[src/text_pkg.sv]
// Text overlay shared types, message table and 8x16 font bitmaps
`default_nettype none

package text_pkg;

    typedef logic [9:0] coord_t;
    typedef logic [7:0] color_t;              // RGB332
    typedef logic [3:0] text_id_t;
    typedef logic [3:0] char_idx_t;
    typedef logic [3:0] glyph_row_idx_t;
    typedef logic [2:0] glyph_col_idx_t;
    typedef logic [4:0] glyph_code_t;
    typedef logic [7:0] glyph_row_t;          // Leftmost pixel in bit 7
    typedef logic [127:0] glyph_bitmap_t;     // Row 0 in bits 127:120

    localparam int CHAR_WIDTH = 8;
    localparam int CHAR_HEIGHT = 16;
    localparam int MAX_CHARS = 11;            // Longest message

    localparam text_id_t TEXT_MENU = 4'd0;
    localparam text_id_t TEXT_1_PLAYER = 4'd1;
    localparam text_id_t TEXT_2_PLAYER = 4'd2;
    localparam text_id_t TEXT_PRESS_BUTTON = 4'd3;
    localparam text_id_t TEXT_COUNT_3 = 4'd4;
    localparam text_id_t TEXT_COUNT_2 = 4'd5;
    localparam text_id_t TEXT_COUNT_1 = 4'd6;
    localparam text_id_t TEXT_START = 4'd7;

    localparam glyph_code_t G_BLANK = 5'd0;
    localparam glyph_code_t G_M = 5'd1;
    localparam glyph_code_t G_E = 5'd2;
    localparam glyph_code_t G_N = 5'd3;
    localparam glyph_code_t G_U = 5'd4;
    localparam glyph_code_t G_ONE = 5'd5;
    localparam glyph_code_t G_DASH = 5'd6;
    localparam glyph_code_t G_P = 5'd7;
    localparam glyph_code_t G_TWO = 5'd8;
    localparam glyph_code_t G_R = 5'd9;
    localparam glyph_code_t G_S = 5'd10;
    localparam glyph_code_t G_T = 5'd11;
    localparam glyph_code_t G_A = 5'd12;
    localparam glyph_code_t G_CD3 = 5'd13;    // Countdown digits sit one row lower
    localparam glyph_code_t G_CD2 = 5'd14;
    localparam glyph_code_t G_CD1 = 5'd15;

    localparam glyph_bitmap_t FONT_M = 128'hC3E7FFDB_C3C3C3C3_C3C3C3C3_C3C3C300;
    localparam glyph_bitmap_t FONT_E = 128'hFFC0C0C0_FEC0C0C0_C0C0C0C0_C0C0FF00;
    localparam glyph_bitmap_t FONT_N = 128'hC3E3F3FB_DFCFC7C3_C3C3C3C3_C3C3C300;
    localparam glyph_bitmap_t FONT_U = 128'hC3C3C3C3_C3C3C3C3_C3C3C3C3_663C1800;
    localparam glyph_bitmap_t FONT_ONE = 128'h18381818_18181818_18181818_18187E00;
    localparam glyph_bitmap_t FONT_DASH = 128'h00000000_000000FF_FF000000_00000000;
    localparam glyph_bitmap_t FONT_P = 128'hFEC3C3C3_FEC0C0C0_C0C0C0C0_C0C0C000;
    localparam glyph_bitmap_t FONT_TWO = 128'h7EC30303_060C1830_60C0C0C0_C3C3FF00;
    localparam glyph_bitmap_t FONT_R = 128'hFEC3C3C3_FEF8CCC6_C3C3C3C3_C3C3C300;
    localparam glyph_bitmap_t FONT_S = 128'h7EC3C0C0_7E030303_030303C3_7E000000;
    localparam glyph_bitmap_t FONT_T = 128'hFF181818_18181818_18181818_18181800;
    localparam glyph_bitmap_t FONT_A = 128'h3C66C3C3_C3FFC3C3_C3C3C3C3_C3C3C300;
    localparam glyph_bitmap_t FONT_CD3 = 128'h007EC303_033E0303_030303C3_7E000000;
    localparam glyph_bitmap_t FONT_CD2 = 128'h007EC303_060C1830_60C0C3FF_00000000;
    localparam glyph_bitmap_t FONT_CD1 = 128'h00183818_18181818_1818187E_00000000;

    typedef struct packed {
        logic enable;
        coord_t x_pos;                        // Top-left corner
        coord_t y_pos;
        color_t color;
        text_id_t id;
    } text_cfg_t;

    typedef struct packed {
        logic display_enable;
        coord_t x;
        coord_t y;
    } pixel_pos_t;

    typedef struct packed {
        logic hit;
        text_id_t id;
        color_t color;
        char_idx_t char_idx;
        glyph_row_idx_t row;
        glyph_col_idx_t col;
    } locate_t;

    function automatic logic [3:0] message_length(input text_id_t id);
        case (id)
            TEXT_MENU:         return 4'd4;
            TEXT_1_PLAYER:     return 4'd3;
            TEXT_2_PLAYER:     return 4'd3;
            TEXT_PRESS_BUTTON: return 4'd11;
            TEXT_COUNT_3:      return 4'd1;
            TEXT_COUNT_2:      return 4'd1;
            TEXT_COUNT_1:      return 4'd1;
            TEXT_START:        return 4'd5;
            default:           return 4'd0;   // Unused ids draw nothing
        endcase
    endfunction

    function automatic glyph_code_t message_glyph(input text_id_t id, input char_idx_t idx);
        glyph_code_t [0:MAX_CHARS-1] msg;
        case (id)
            TEXT_MENU:         msg = {G_M, G_E, G_N, G_U, {7{G_BLANK}}};
            TEXT_1_PLAYER:     msg = {G_ONE, G_DASH, G_P, {8{G_BLANK}}};
            TEXT_2_PLAYER:     msg = {G_TWO, G_DASH, G_P, {8{G_BLANK}}};
            TEXT_PRESS_BUTTON: msg = {G_P, G_R, G_E, G_S, G_S, G_BLANK,
                                      G_S, G_T, G_A, G_R, G_T};
            TEXT_COUNT_3:      msg = {G_CD3, {10{G_BLANK}}};
            TEXT_COUNT_2:      msg = {G_CD2, {10{G_BLANK}}};
            TEXT_COUNT_1:      msg = {G_CD1, {10{G_BLANK}}};
            TEXT_START:        msg = {G_S, G_T, G_A, G_R, G_T, {6{G_BLANK}}};
            default:           msg = '0;
        endcase
        if (idx < char_idx_t'(MAX_CHARS)) begin
            return msg[idx];
        end
        return G_BLANK;
    endfunction

    function automatic glyph_bitmap_t glyph_bitmap(input glyph_code_t code);
        case (code)
            G_M:     return FONT_M;
            G_E:     return FONT_E;
            G_N:     return FONT_N;
            G_U:     return FONT_U;
            G_ONE:   return FONT_ONE;
            G_DASH:  return FONT_DASH;
            G_P:     return FONT_P;
            G_TWO:   return FONT_TWO;
            G_R:     return FONT_R;
            G_S:     return FONT_S;
            G_T:     return FONT_T;
            G_A:     return FONT_A;
            G_CD3:   return FONT_CD3;
            G_CD2:   return FONT_CD2;
            G_CD1:   return FONT_CD1;
            default: return '0;               // Blank and spare codes
        endcase
    endfunction

endpackage

`default_nettype wire

[src/text_cfg_regs.sv]
// Text overlay config shadow registers that change only at frame start
`default_nettype none
`timescale 1ns/10ps

module text_cfg_regs (
    input  wire logic             pixel_clk,
    input  wire logic             rst_n,
    input  wire logic             frame_start,
    input  wire text_pkg::text_cfg_t cfg_in,
    output text_pkg::text_cfg_t   cfg
);

    import text_pkg::*;

    logic enable_q;
    coord_t x_pos_q;
    coord_t y_pos_q;
    color_t color_q;
    text_id_t id_q;

    always_ff @(posedge pixel_clk or negedge rst_n) begin
        if (!rst_n) begin
            enable_q <= 1'b0;                 // Overlay off until first frame load
        end else if (frame_start) begin
            enable_q <= cfg_in.enable;
        end
    end

    always_ff @(posedge pixel_clk) begin
        if (frame_start) begin
            x_pos_q <= cfg_in.x_pos;
            y_pos_q <= cfg_in.y_pos;
            color_q <= cfg_in.color;
            id_q <= cfg_in.id;
        end
    end

    assign cfg = '{enable: enable_q,
                   x_pos: x_pos_q,
                   y_pos: y_pos_q,
                   color: color_q,
                   id: id_q};

endmodule

`default_nettype wire

[src/text_glyph_lookup.sv]
// Text overlay glyph stage that fetches the font bit and registers the pixel output
`default_nettype none
`timescale 1ns/10ps

module text_glyph_lookup (
    input  wire logic             pixel_clk,
    input  wire logic             rst_n,
    input  wire text_pkg::locate_t loc,
    output logic                  text_pixel_visible,
    output text_pkg::color_t      text_pixel_color_332
);

    import text_pkg::*;

    glyph_code_t code;
    glyph_bitmap_t bitmap;
    glyph_row_t row_bits;
    glyph_col_idx_t bit_sel;
    logic font_pixel;
    logic visible_d;

    always_comb begin
        code = message_glyph(loc.id, loc.char_idx);   // Space maps to blank
        bitmap = glyph_bitmap(code);
        row_bits = bitmap[CHAR_WIDTH * (CHAR_HEIGHT - 1 - int'(loc.row)) +: CHAR_WIDTH];
        bit_sel = glyph_col_idx_t'(CHAR_WIDTH - 1) - loc.col;    // Leftmost first
        font_pixel = row_bits[bit_sel];
        visible_d = loc.hit && font_pixel;
    end

    always_ff @(posedge pixel_clk or negedge rst_n) begin
        if (!rst_n) begin
            text_pixel_visible <= 1'b0;
            text_pixel_color_332 <= '0;
        end else begin
            text_pixel_visible <= visible_d;
            text_pixel_color_332 <= visible_d ? loc.color : '0;
        end
    end

endmodule

`default_nettype wire

[src/text_locator.sv]
// Text overlay locate stage that finds the character cell under the current pixel
`default_nettype none
`timescale 1ns/10ps

module text_locator (
    input  wire logic             pixel_clk,
    input  wire logic             rst_n,
    input  wire text_pkg::pixel_pos_t pixel,
    input  wire text_pkg::text_cfg_t  cfg,
    output text_pkg::locate_t     loc
);

    import text_pkg::*;

    coord_t rel_x;
    coord_t rel_y;
    coord_t box_width;
    logic hit_d;

    logic hit_q;
    text_id_t id_q;
    color_t color_q;
    char_idx_t char_idx_q;
    glyph_row_idx_t row_q;
    glyph_col_idx_t col_q;

    always_comb begin
        rel_x = pixel.x - cfg.x_pos;
        rel_y = pixel.y - cfg.y_pos;
        box_width = coord_t'(message_length(cfg.id)) * coord_t'(CHAR_WIDTH);
        // Compare on relative offsets so the box clips at the right edge
        hit_d = cfg.enable && pixel.display_enable &&
                (pixel.x >= cfg.x_pos) && (pixel.y >= cfg.y_pos) &&
                (rel_x < box_width) && (rel_y < coord_t'(CHAR_HEIGHT));
    end

    always_ff @(posedge pixel_clk or negedge rst_n) begin
        if (!rst_n) begin
            hit_q <= 1'b0;
        end else begin
            hit_q <= hit_d;
        end
    end

    always_ff @(posedge pixel_clk) begin
        id_q <= cfg.id;
        color_q <= cfg.color;
        char_idx_q <= char_idx_t'(rel_x >> 3);        // Divide by char width
        row_q <= glyph_row_idx_t'(rel_y);
        col_q <= glyph_col_idx_t'(rel_x);
    end

    assign loc = '{hit: hit_q,
                   id: id_q,
                   color: color_q,
                   char_idx: char_idx_q,
                   row: row_q,
                   col: col_q};

endmodule

`default_nettype wire

[src/text_renderer.sv]
// Text overlay renderer top with config shadow and two-stage pixel pipeline
`default_nettype none
`timescale 1ns/10ps

module text_renderer (
    input  wire logic             pixel_clk,
    input  wire logic             rst_n,
    input  wire text_pkg::pixel_pos_t pixel,
    input  wire logic             frame_start,
    input  wire text_pkg::text_cfg_t  cfg_in,
    output logic                  text_pixel_visible,
    output text_pkg::color_t      text_pixel_color_332
);

    import text_pkg::*;

    text_cfg_t cfg;                   // Frame-stable settings
    locate_t loc;                     // Stage 1 to stage 2

    text_cfg_regs u_cfg_regs (
        .pixel_clk   (pixel_clk),
        .rst_n       (rst_n),
        .frame_start (frame_start),
        .cfg_in      (cfg_in),
        .cfg         (cfg)
    );

    text_locator u_locator (
        .pixel_clk (pixel_clk),
        .rst_n     (rst_n),
        .pixel     (pixel),
        .cfg       (cfg),
        .loc       (loc)
    );

    text_glyph_lookup u_glyph_lookup (
        .pixel_clk            (pixel_clk),
        .rst_n                (rst_n),
        .loc                  (loc),
        .text_pixel_visible   (text_pixel_visible),
        .text_pixel_color_332 (text_pixel_color_332)
    );

endmodule

`default_nettype wire
[config.mk]
export PLATFORM = sky130hd
export DESIGN_NAME = text_renderer
export DESIGN_NICKNAME = d
export VERILOG_FILES = /design/src/text_pkg.sv /design/src/text_cfg_regs.sv /design/src/text_glyph_lookup.sv /design/src/text_locator.sv /design/src/text_renderer.sv
export SDC_FILE = /design/constraint.sdc
export NUM_CORES = 1
export LEC_CHECK = 0
export BUFFER_PORTS_ARGS = -buffer_cell sky130_fd_sc_hd__buf_2
export CAP_MARGIN = 10
export CORE_ASPECT_RATIO = 1.5
export CORE_UTILIZATION = 55
export CTS_CLUSTER_DIAMETER = 120
export DETAILED_ROUTE_END_ITERATION = 8
export GPL_TIMING_DRIVEN = 1
export PLACE_DENSITY = 0.78
export SYNTH_ARGS = -nofsm -noshare
export SYNTH_HDL_FRONTEND = slang
export SYNTH_SLANG_ARGS = --single-unit
[constraint.sdc]
create_clock -name pixel_clk -period 5.45 [get_ports pixel_clk]
set_input_delay 0.545 -clock pixel_clk [delete_from_list [all_inputs] [get_ports pixel_clk]]
set_output_delay 0.545 -clock pixel_clk [all_outputs]
set_load 0.02 [all_outputs]
; Yosys cells after proc, flatten, opt, wreduce, memory -nomap -nowiden
; Memory sizes are Yosys's and may differ from the RTL's. A register that Yosys moved wholly into a read port is not among the register bits.
; Cells that the tools add are included.
[totals]
memories = 3
register_bits = 66
out_inout_bits = 9
romBits = 2104
[classes]
reduce_logical = 6
muxes = 13
add_sub_neg = 4
shifts = 1
bitwise = 1
n_lt_le_gt_ge = 7
[mem_list]
columns = name, depth, word_bits, rd, rd_clocked_by_memory_dff, wr, line
row1 = (name not given), 16, 114, 1, 0, 0, text_pkg.sv:120  ; case (code)
row2 = (name not given), 8, 31, 1, 1, 0, text_pkg.sv:101  ; case (id)
row3 = (name not given), 8, 4, 1, 1, 0, text_pkg.sv:86  ; case (id)
[ops]
columns = cell, count
row1 = 2-to-1 mux 128 bit, 1
row2 = variable part select 128 x 32 -> 8 bit, 1
row3 = 2-to-1 mux 55 bit, 1
row4 = binary-select mux 5 bit (select 4 bit), 1
row5 = >= comparator 10 bit, 2
row6 = 2-to-1 mux 5 bit, 4
row7 = subtractor 10 bit, 2
row8 = < comparator 10 x 5 -> 1 bit (second input constant), 1
row9 = < comparator 10 x 7 -> 1 bit, 1
row10 = 2-to-1 mux 8 bit, 1
row11 = logical AND 1 bit, 6
row12 = >= comparator 5 bit (second input constant), 1
row13 = NOT 4 -> 5 bit, 1
row14 = subtractor 4 x 4 -> 5 bit (first input constant), 1
row15 = < comparator 3 x 4 -> 1 bit (second input constant), 1
row16 = < comparator 4 bit (second input constant), 1
row17 = 2-to-1 mux 4 bit, 1
row18 = binary-select mux 1 bit (select 3 bit), 1
row19 = 2-to-1 mux 3 bit, 1
row20 = subtractor 3 bit (first input constant), 1
row21 = 2-to-1 mux 1 bit, 2

; Depth between registers and ports, before layout
; Gate-level depths: netlist of run 1.
; An unclocked memory read counts as a cell.
[logic_depth]
word_depth = 13
depth_mapped = 18
ltp_nobuf = 15

; Cells and area by module
; A second synthesis of run 1 with hierarchy kept.
[hier_totals]
hier_cells = 678
area_unflattened_um2 = 5751.8
[by_module_without_submodules]
columns = mod, instances, seq_area_each_um2, area_each_um2, cells_each
row1 = text_glyph_lookup, 1, 225.2, 3032.9, 445
row2 = text_locator, 1, 485.5, 1710.4, 198
row3 = text_cfg_regs, 1, 985.9, 1008.5, 35

; Worst setup path after synthesis of run 1
; No wires, ideal clock.
[synth_timing]
path_kind = reg2reg
start = register u_locator.char_idx_q[0]
end = register u_glyph_lookup.text_pixel_color_332[0]
arrival_ps = 3659
required_ps = 5312
setup_slack_ps = 1653
path_stages_with_launch = 18
synth_period_minus_slack_ps = 3797
n_path_buf = 4
cell_sequence = dfxtp_1 > buf_6 > clkbuf_1 > mux4_2 > nor2_1 > o41ai_1 > clkbuf_1 > inv_1 > ha_1 > clkbuf_1 > o21ai_0 > nor3_1 > o311a_1 > a211o_1 > a21oi_1 > a311oi_1 > o22ai_2 > a21boi_1
[synth_between]
elab_chain_len = 13
[synth_rtl]
columns = item, line
row1 = "start, declared", text_locator.sv:23  ; char_idx_t char_idx_q;
row2 = "start signal, assigned", text_locator.sv:48  ; char_idx_q <= char_idx_t'(rel_x >> 3);
row3 = NOT 4 -> 5 bit (not written as such), text_pkg.sv:114  ; return msg[idx];
row4 = binary-select mux 5 bit (select 4 bit), text_pkg.sv:114
row5 = 2-to-1 mux 5 bit (not written as such) (2 in a row), text_pkg.sv:114
row6 = 2-to-1 mux 5 bit, text_pkg.sv:113  ; if (idx < char_idx_t'(MAX_CHARS)) begin
row7 = 2-to-1 mux 5 bit *, text_pkg.sv:116  ; return G_BLANK;
row8 = memory read (16 x 114 bit), --
row9 = 2-to-1 mux 128 bit *, text_pkg.sv:120
row10 = variable part select 128 x 32 -> 8 bit *, text_glyph_lookup.sv:25  ; row_bits = bitmap[CHAR_WIDTH * (CHAR_HEIGHT - 1 - int'(loc.row)) +: CHAR_WIDTH];
row11 = binary-select mux 1 bit (select 3 bit) *, text_glyph_lookup.sv:27  ; font_pixel = row_bits[bit_sel];
row12 = 2-to-1 mux 1 bit (not written as such) *, text_glyph_lookup.sv:27
row13 = logical AND 1 bit *, text_glyph_lookup.sv:28  ; visible_d = loc.hit && font_pixel;
row14 = 2-to-1 mux 8 bit *, text_glyph_lookup.sv:37  ; text_pixel_color_332 <= visible_d ? loc.color : '0;
row15 = "end signal, assigned", text_glyph_lookup.sv:37
row16 = "end, declared", text_glyph_lookup.sv:10  ; output text_pkg::color_t text_pixel_color_332
; Mark *: on every way between the ends. The rest lies on a longest branch, timed or not. The select of a mux whose other input is x is not followed.
; A chain may end at the register's enable or synchronous reset.

; Final worst setup path of run 1
[layout_timing]
start = register u_locator.char_idx_q[1]
end = register u_glyph_lookup.text_pixel_color_332[0]
; Same word-level chain as after synthesis.

==> summary.md, run 1 <==
| Metric | Value |
|---|---|
| YS warnings | 0 |
| Pint | 1360 uW |
| Setup TNS | 0 ns |
| Peak supply drop | 0.000357 V |
| WS Path Type | register to register |
| GP Congestion | about 1.1 |
| Comb pwr share | 44.4% |
| Postcts setup bufs | 0 |
| Slew Limit Fails | 0 |
| Final WS setup | roughly 0.87 ns |
| Clk network pwr share | between 20% and 30% |
| Iteration-0 DRC Markers | 720 |
| Syn_nets | around 750 |
| Cell variety after synth | slightly above 80 |
| CTS resizes | 0 |
| First-pass GRT wire length | ~28 mm |
| Vias per std cell | 6.89 |
| Commonest non-fill, non-tap cells in the layout | buf_2 (65), inv_1 (48), nand2_1 (41), nor2_1 (41), a21oi_1 (39) |
| Initial antenna violation count | 0 |
| Post-layout min period | between 4 and 5 ns |
| Crit start category | register |
| # rows | between 40 and 50 |
| Reg power frac | around a third |
| Total gr overflow | 0 |
| Commonest non-fill, non-tap cell in the layout | buf_2 |
| Max-cap violations | 0 |
| Worst Clk Skew | a little over 0.01 ns |
| Switch share | 43.4% |
| Mapped cell area | about 5700 um^2 |
| Status | complete, no violations |
| Post-Syn Area per Cell | 8.73 um^2 |
| Clock Latency Late Sink | 0.34 ns |
| Synth top area share | between 10% and 20% |
| Final hold violations | 0 |
| R2R Setup Slk | between 0.8 and 0.9 ns |
| Final HPWL DP | approximately 13 mm |
| Residual DRC count | 0 |
| Synthesis-to-layout area growth | 10.5% |
| Max Clk Rate | roughly 0.22 GHz |
| Final ANT Viol Nets | 0 |
| CP arrival | roughly 4.8 ns |
| Worst-Margin Slew | 1.01 ns |
| Synthesized flop and latch total | 80 |
| Die Area | 10800 um^2 |
| Clock Root Buffer | clkbuf_16 |
| PortBufs | 65 |
| Initial core utilization | 56.4% |
| CTS clk-pin slew, worst paths | 0.07 ns |
| CTS tree | yes |
| Setup WS pre-CTS | 1.15 ns |
| CTS Sinks | 80 |
| Total wire length | 18.2 mm |
| Asr flop ratio synth | ~14% |
| Min-Delay Path Class | input port to asynchronous set/reset pin |
| Tot GR Track Use | between 30% and 40% |
| CP required | 5.65 ns |
| Crit end category | register |
| Num CTS Buffers | 9 |
| Core area | between 10000 and 15000 um^2 |
| # hold bufs at CTS | 0 |
| Layout cell share with drive strength beyond 1 | about 17% |
| Die height | approximately 130 um |
| Crit path max fanout | 16 |
| Static Leak | approximately 0.0028 uW |
| PD cells | 381 nW/um^2 |
| ANT cells | 0 |
| Clock Path Buffers | 2 |
| Cell count after synthesis | roughly 660 |
| EDFF count, synth | 32 |
| Vias in the first global route | 5406 |
| Sequential fraction of the synthesis area | 34.6% |
| Die W | between 80 and 90 um |
| Ports | 66 |
| Synth area leaders | edfxtp_1 (17%), dfxtp_1 (13%), ha_1 (8.1%), dfrtp_1 (4.8%), a21oi_1 (3.4%) |
| Pin count of the biggest net entering global routing | between 40 and 50 |
| Final setup vio count | 0 |
| H-tree Lvls | 3 |
| Relative slew margins | 32.3% |
| Post-synth top flop | dfxtp_1 |
| Router iterations before antenna repair | 6 |
| P_sw | about 1000 uW |
| WL/cell | around 22 um |
| RSZ-0062 raised after global routing | false |
| Fin nets | just under 800 |
| Routed vias | 5612 |
| Synth area leader | edfxtp_1 |
| Final Cycle Share | between 80% and 90% |
==> area by class of cell <==
class,count,area (um^2)
Fill cell,859,3810
Tap cell,117,146
Multi-Input combinational cell,478,3340
Timing Repair Buffer,73,385
Clock buffer,9,225
Inverter,50,188
Sequential cell,80,1980
Clock inverter,7,60.1
==> routing by layer <==
metal  up-vias  GRT usage [%]  share of wire [%]
met4         0           24.2                7.3
met2       391           59.0                 49
li1       2515              -                  -
met3       106           7.03                9.0
met1      2600           37.9                 34
met5         -              0                  0
==> cells by family after synthesis <==
kind of cell	after synthesis	synth area share, %
AO/OA/AOI/OAI	219	26.8
XOR/XNOR	10	1.53
adder cells (fa/ha/maj)	39	8.79
buffers and inverters	97	7.20
flip-flops	80	34.6
multiplexers	16	3.33
AND/OR/NAND/NOR	194	17.8
==> cells in the mapped netlist, types with 10 or more instances <==
cell	count
nand2_1	41
nor2b_1	11
inv_1	48
nor2_1	41
ha_1	37
a21o_1	13
edfxtp_1	32
nand3_1	19
nor3_1	20
o21ai_0	38
dfrtp_1	11
nand2b_1	10
dfxtp_1	37
clkbuf_1	32
a31oi_1	21
a21oi_1	39
mux2i_1	10
==> final timing paths <==
path	cells after the start	to	startpoint
max	11	u_glyph_lookup.text_pixel_color_332[0]	u_locator.char_idx_q[1]
max in group asynchronous	1	u_cfg_regs.enable_q	rst_n
min	1	u_glyph_lookup.text_pixel_color_332[2]	rst_n
max reg2reg	11	u_glyph_lookup.text_pixel_color_332[0]	u_locator.char_idx_q[1]
min in group pixel_clk	0	u_locator.color_q[4]	u_cfg_regs.color_q[4]
min reg2reg	0	u_locator.color_q[4]	u_cfg_regs.color_q[4]
==> critical path, stage by stage, from the launching register on <==
cell and delay, ns:
dfxtp_1 0.67, mux4_2 0.56, nor2_1 0.17, o41ai_2 0.09, buf_4 0.22, ha_1 0.63, o21ai_0 0.34, a31oi_1 0.67
a211oi_1 0.19, o41ai_1 0.46, a31o_2 0.33, a21boi_1 0.10
==> power by group through the flow <==
stage	Clock, uW	Sequential, uW	Combinational [uW]
global route	605	771	1130
global placement	0	769	1000
detailed placement	0	772	996
CTS	585	760	1000
floorplan	0	711	782
finish	574	765	1070
==> per-stage QoR <==
| step | area (um^2) | power, uW | cells | util, % | hold slack [ns] |
|---|---|---|---|---|---|
| final | 6320 | 2410 | 814 | 62.4 | 0.0724 |
| after global routing | 6320 | 2510 | 814 | 62.4 | 0.0825 |
| after CTS | 6320 | 2350 | 814 | 62.4 | 0.0652 |
| after detailed placement | 6030 | 1770 | 798 | 59.5 | 0.327 |
| after global placement | 6030 | 1770 | 798 | 59.5 | 0.325 |
| after floorplan | 5720 | 1490 | 655 | - | 0.249 |
Power figures use the tool's default switching activity.
==> inputs of run 2 (changes only) <==
Settings changed: CORE_UTILIZATION 55 to 54, PLACE_DENSITY 0.78 to 0.8.
Clock period 5.45 ns to 4.14 ns, I/O delays scaled along.
==> summary.md, run 2 (synthesis results as in run 1) <==
| Metric | Value |
|---|---|
| Relative slew margins | 37.1% |
| Fin nets | about 800 |
| Tot GR Track Use | a little over a third |
| Die W | between 80 and 90 um |
| Clock Latency Late Sink | roughly 0.33 ns |
| Final HPWL DP | between 10 and 15 mm |
| Commonest non-fill, non-tap cells in the layout | buf_2 (65), inv_1 (48), nand2_1 (41), nor2_1 (41), a21oi_1 (39) |
| Fin cells | around 870 |
| Layout cell share with drive strength beyond 1 | 20.4% |
| Core area | 10200 um^2 |
| GP Congestion | about 1.1 |
| Crit path max fanout | 15 |
| Setup TNS | 0 ns |
| Post-layout min period | roughly 4 ns |
| Routed vias | approximately 5700 |
| CP arrival | roughly 4.1 ns |
| CP required | approximately 4.3 ns |
| Peak supply drop | roughly 0.0004 V |
| Min-Delay Path Class | input port to register |
| Die Area | approximately 11000 um^2 |
| # rows | 45 |
| CTS Sinks | 80 |
| Slew Limit Fails | 0 |
| Vias in the first global route | 5588 |
| Iteration-0 DRC Markers | approximately 640 |
| Postcts setup bufs | 0 |
| Post-placement cell count | 850 |
| Initial core utilization | about 56% |
| ANT cells | 0 |
| Crit start category | register |
| Crit end category | register |
| Clock Path Buffers | 2 |
| Worst Clk Skew | between 0.007 and 0.008 ns |
| Final ANT Viol Nets | 0 |
| Final setup vio count | 0 |
| Total gr overflow | 0 |
| Router iterations before antenna repair | 6 |
| Initial antenna violation count | 0 |
| Clock Root Buffer | clkbuf_16 |
| H-tree Lvls | 3 |
| Worst-Margin Slew | slightly above 0.9 ns |
| Num CTS Buffers | 9 |
| Die height | 128 um |
| PD cells | between 400 and 500 nW/um^2 |
| Static Leak | just under 0.003 uW |
| Residual DRC count | 0 |
| WL/cell | about 21 um |
| First-pass GRT wire length | slightly below 30 mm |
| Commonest non-fill, non-tap cell in the layout | buf_2 |
| CTS clk-pin slew, worst paths | roughly 0.070 ns |
| Max-cap violations | 0 |
| Status | complete, no violations |
| Ports | 66 |
| PortBufs | 65 |
| Max Clk Rate | roughly 0.25 GHz |
| Final hold violations | 0 |
| Final Cycle Share | a little over nine tenths |
| Synthesis-to-layout area growth | 16.0% |
| WS Path Type | register to register |
| CTS tree | yes |
| Pin count of the biggest net entering global routing | 42 |
| Vias per std cell | 6.57 |
| Total wire length | 18.5 mm |
==> run 2: cell count changes in the layout (fill, tap and decap cells not counted), sizes merged <==
cell,before,now
dlygate4sd3,0,1
inv,55,53
clkinvlp,0,1
buf,73,101
bufinv,0,1
==> run 2: worst max-delay path, cell delays in order (launching register included) <==
cell and delay, ns:
dfxtp_1 0.44, or4b_4 0.54, and4_4 0.26, nor3_4 0.21, inv_2 0.16, ha_1 0.29
a21oi_1 0.43, nor3_1 0.16, o311a_1 0.37, a311oi_1 0.32, o41ai_2 0.13, o22ai_2 0.35
a21boi_1 0.14
==> run 2: metal layers <==
layer / GRT usage (%) / vias up / wire, um
li1: - / 2576 / -
met1: 37.9 / 2636 / 6270
met2: 61.6 / 380 / 9390
met3: 5.92 / 106 / 1550
met4: 23.6 / 0 / 1330
met5: 0 / - / 0
==> run 2: cell type report <==
| cell class | instances | area (um^2) |
|---|---|---|
| Multi-Input combinational cell | 478 | 3350 |
| Fill cell | 824 | 3560 |
| Clock inverter | 7 | 83.8 |
| Sequential cell | 80 | 1980 |
| Inverter | 50 | 188 |
| Clock buffer | 9 | 225 |
| Tap cell | 141 | 176 |
| Timing Repair Buffer | 102 | 631 |
==> run 2: final timing paths <==
| kind | endpoint | start | slack [ns] | cells after the start |
|---|---|---|---|---|
| worst max-delay path | u_glyph_lookup.text_pixel_color_332[7] | u_locator.id_q[3] | 0.20 | 12 |
| worst min-delay path | u_cfg_regs.color_q[2] | cfg_in[6] | 0.25 | 1 |
| worst max register to register | u_glyph_lookup.text_pixel_color_332[7] | u_locator.id_q[3] | 0.20 | 12 |
| worst min register to register | u_locator.color_q[4] | u_cfg_regs.color_q[4] | 0.34 | 0 |
| max in group asynchronous | u_locator.hit_q | rst_n | 3.41 | 2 |
| min in group asynchronous | u_glyph_lookup.text_pixel_color_332[7] | rst_n | 0.51 | 2 |
==> run 2: through the flow <==
step / hold slack [ns] / total power (uW) / cell area, um^2 / util (%) / worst slack (ns)
6_report: 0.250 / 3310 / 6630 / 65.1 / 0.205
5_1_grt: 0.239 / 3460 / 6630 / 65.1 / -0.0147
4_1_cts: 0.240 / 3250 / 6620 / 64.9 / 0.165
2_1_floorplan: 0.118 / 1970 / 5720 / - / 0.343
3_3_place_gp: 0.292 / 2430 / 6300 / 61.8 / 0.341
3_5_place_dp: 0.296 / 2430 / 6300 / 61.8 / 0.179
==> run 2: repair_timing <==
item	in CTS	in global routing
endpoints found under the hold margin	11	0
setup endpoints to repair	0	9
resized for setup	0	2
hold buffers	1	0
==> run 2: power breakdown <==
part	internal, uW	leakage, uW	switching (uW)
registers	898	0.000775	94.3
logic	566	0.00200	944
clock network	478	0.000149	329
==> inputs of run 3 (changes only) <==
Settings changed: ABC_AREA set to 1, CORE_UTILIZATION 54 to 53, PLACE_DENSITY 0.8 to 0.79, REMOVE_ABC_BUFFERS set to 1.
==> summary.md, run 3 <==
| Metric | Value |
|---|---|
| Status | complete, no violations |
| Clock Root Buffer | clkbuf_16 |
| Die height | around 120 um |
| Vias per std cell | between 5 and 6 |
| WL/cell | around 16 um |
| Crit end category | register |
| Post-layout min period | 3.56 ns |
| FF+latch area | slightly below 2000 um^2 |
| Setup TNS | 0 ns |
| CP max stage cell | dfxtp_1 |
| Mapped cell area | between 5000 and 6000 um^2 |
| Die Area | around 10000 um^2 |
| ANT cells | 0 |
| Highest routing layer actually used | met4 |
| RSZ-0062 raised after global routing | false |
| Relative slew margins | 49.1% |
| Metal-1 WL | 5.26 mm |
| Post-Syn Area per Cell | 7.15 um^2 |
| EDFF count, synth | 32 |
| Setup WS pre-CTS | ~0.70 ns |
| Final HPWL DP | between 10 and 15 mm |
| Max Clk Rate | around 0.28 GHz |
| Most common cell in the netlist | nand2_1 |
| CP required | 4.37 ns |
| GP Congestion | about 1.0 |
| Initial antenna violation count | 0 |
| Layout cell share with drive strength beyond 1 | around 14% |
| Final Cycle Share | between 80 and 90% |
| Initial core utilization | 54.8% |
| CP max stage delay | approximately 0.59 ns |
| # rows | 44 |
| CP arrival | 3.78 ns |
| Multi-input gate area | 2860 um^2 |
| Worst r2r src | u_locator.char_idx_q[0] |
| Stages on worst setup path | 20 |
| Total gr overflow | 0 |
| Static Leak | between 0.003 and 0.004 uW |
| Final hold violations | 0 |
| R2R depth | 20 |
| Synthesized flop and latch total | 80 |
| Worst-Margin Slew | between 0.7 and 0.8 ns |
| Residual DRC count | 0 |
| PD cells | roughly 560 nW/um^2 |
| Pin count of the biggest net entering global routing | 41 |
| Top cell by count, worst path | nand2_1 |
| Synth top area share | between 10% and 20% |
| Synth area leaders | edfxtp_1 (18%), nand2_1 (16%), dfxtp_1 (14%), nand3_1 (8.9%), ha_1 (8.7%) |
| Min-Delay Path Class | input port to register |
| YS warnings | 0 |
| Num CTS Buffers | 9 |
| Crit path launch | u_locator.char_idx_q[0] |
| Slew Limit Fails | 0 |
| Sequential fraction of the synthesis area | a little under two fifths |
| Routed vias | approximately 5200 |
| CTS resizes | 0 |
| Cell variety after synth | 39 |
| Vias in the first global route | ~5000 |
| Filler Cell Count | approximately 890 |
| Crit-path leading delay family | simple AND/OR/NAND/NOR gates |
| Worst Clk Skew | approximately 0.0062 ns |
| WP buf/inv | 1 |
| Router iterations before antenna repair | 7 |
| Commonest non-fill, non-tap cell in the layout | nand2_1 |
| Ports | between 60 and 70 |
| Hold Path Depth | 1 |
| CTS clk-pin slew, worst paths | approximately 0.060 ns |
| Tot GR Track Use | 28.6% |
| Hold slack | between 0.2 and 0.3 ns |
| Final setup vio count | 0 |
| Top post-synthesis cells by count | nand2_1 (225), nand3_1 (95), inv_1 (93), nor2_1 (49), a21oi_1 (44) |
| Met3 routed wirelength | slightly above 800 um |
| CTS Sinks | 80 |
| Met2 WL | approximately 7.6 mm |
| Crit start category | register |
| Commonest non-fill, non-tap cells in the layout | nand2_1 (225), nand3_1 (95), inv_1 (93) |
| Core area | around 9700 um^2 |
| WS Path Type | register to register |
| Synthesis-to-layout area growth | 12.7% |
| Critical Path, Cell by Cell | nand2_1 > nand2_1 > nand2_1 > nand2_1 > nand3_1 > nand2_1 > inv_1 > ha_1 > nand3_1 > nand2_1 > a21oi_1 > a21oi_1 > a21oi_1 > nand2_1 > nand3_1 > nand3_1 > nand2_1 > nand2_1 > nand3_4 > nor2_1 |
| Postcts setup bufs | 0 |
| Final WS setup | between 0.5 and 0.6 ns |
| PortBufs | 65 |
| Worst Hold Launch | cfg_in[9] |
| Clock Latency Late Sink | between 0.3 and 0.4 ns |
| Die W | ~84 um |
| Clock Path Buffers | 2 |
| First-pass GRT wire length | about 23 mm |
| Synth area leader | edfxtp_1 |
| Peak supply drop | a little under 0.0004 V |
| Crit path max fanout | 12 |
| CTS tree | yes |
| Total wire length | ~15 mm |
| Iteration-0 DRC Markers | approximately 400 |
| H-tree Lvls | 3 |
| Max-cap violations | 0 |
| Fin nets | about 900 |
| Final ANT Viol Nets | 0 |
| Asr flop ratio synth | 13.8% |
| Post-synth top flop | dfxtp_1 |
| Cell count after synthesis | between 700 and 800 |
| # hold bufs at CTS | 1 |
[run 3: changes by cell type after synthesis, moves of 11 or more]
cell | before | now
nand2_1 | 41 | 225
nand3_1 | 19 | 95
inv_1 | 48 | 93
clkbuf_1 | 32 | 6
a31oi_1 | 21 | 0
nor3_1 | 20 | 3
a21o_1 | 13 | 1
nor2b_1 | 11 | 0
[run 3: cell type report]
class / instances / share of cell area, %
tap: 115 / 2.39
clock buffer: 11 / 3.86
sequential: 80 / 32.8
inverter: 99 / 6.17
multi-input combinational: 546 / 47.5
clock inverter: 5 / 0.935
timing repair buffer: 72 / 6.32
[run 3: power by group]
group          internal, uW  switching [uW]  leakage (uW)
clock                   467             291      0.000144
combinational           514            1140       0.00226
sequential              899            75.2      0.000776
total                  1880            1510       0.00318
[run 3: final timing paths]
path	slack (ns)	endpoint
min in group asynchronous	0.47	u_glyph_lookup.text_pixel_visible
max in group asynchronous	3.46	u_cfg_regs.enable_q
max reg2reg	0.58	u_glyph_lookup.text_pixel_color_332[0]
min	0.25	u_cfg_regs.color_q[5]
max	0.58	u_glyph_lookup.text_pixel_color_332[0]
min reg2reg	0.34	u_locator.color_q[0]
[run 3: stage by stage]
| step | power (uW) | util (%) | instances | instance area [um^2] |
|---|---|---|---|---|
| 6_report | 3390 | 61.8 | 928 | 6020 |
| 5_1_grt | 3620 | 61.8 | 928 | 6020 |
| 4_1_cts | 3350 | 61.8 | 928 | 6020 |
| 3_5_place_dp | 2590 | 58.7 | 911 | 5720 |
| 3_3_place_gp | 2570 | 58.7 | 911 | 5720 |
| 2_1_floorplan | 2110 | - | 725 | 5210 |
[run 3: cells by family (layout without fill, tap and decap cells)]
logic type               count (synthesis)  after routing  share of synthesized area, %
AND/OR/NAND/NOR                        402            402                          33.0
XOR/XNOR                                11             11                          1.80
flip-flops                              80             80                          37.0
AO/OA/AOI/OAI                           94             94                          9.35
buffers and inverters                  121            187                          9.44
adder cells (fa/ha/maj)                 39             39                          9.42
[run 3: metal layers]
metal	track usage, %	up-vias
met3	4.49	70
li1	-	2541
met5	0	-
met1	29.2	2314
met2	52.8	249
met4	19.7	0
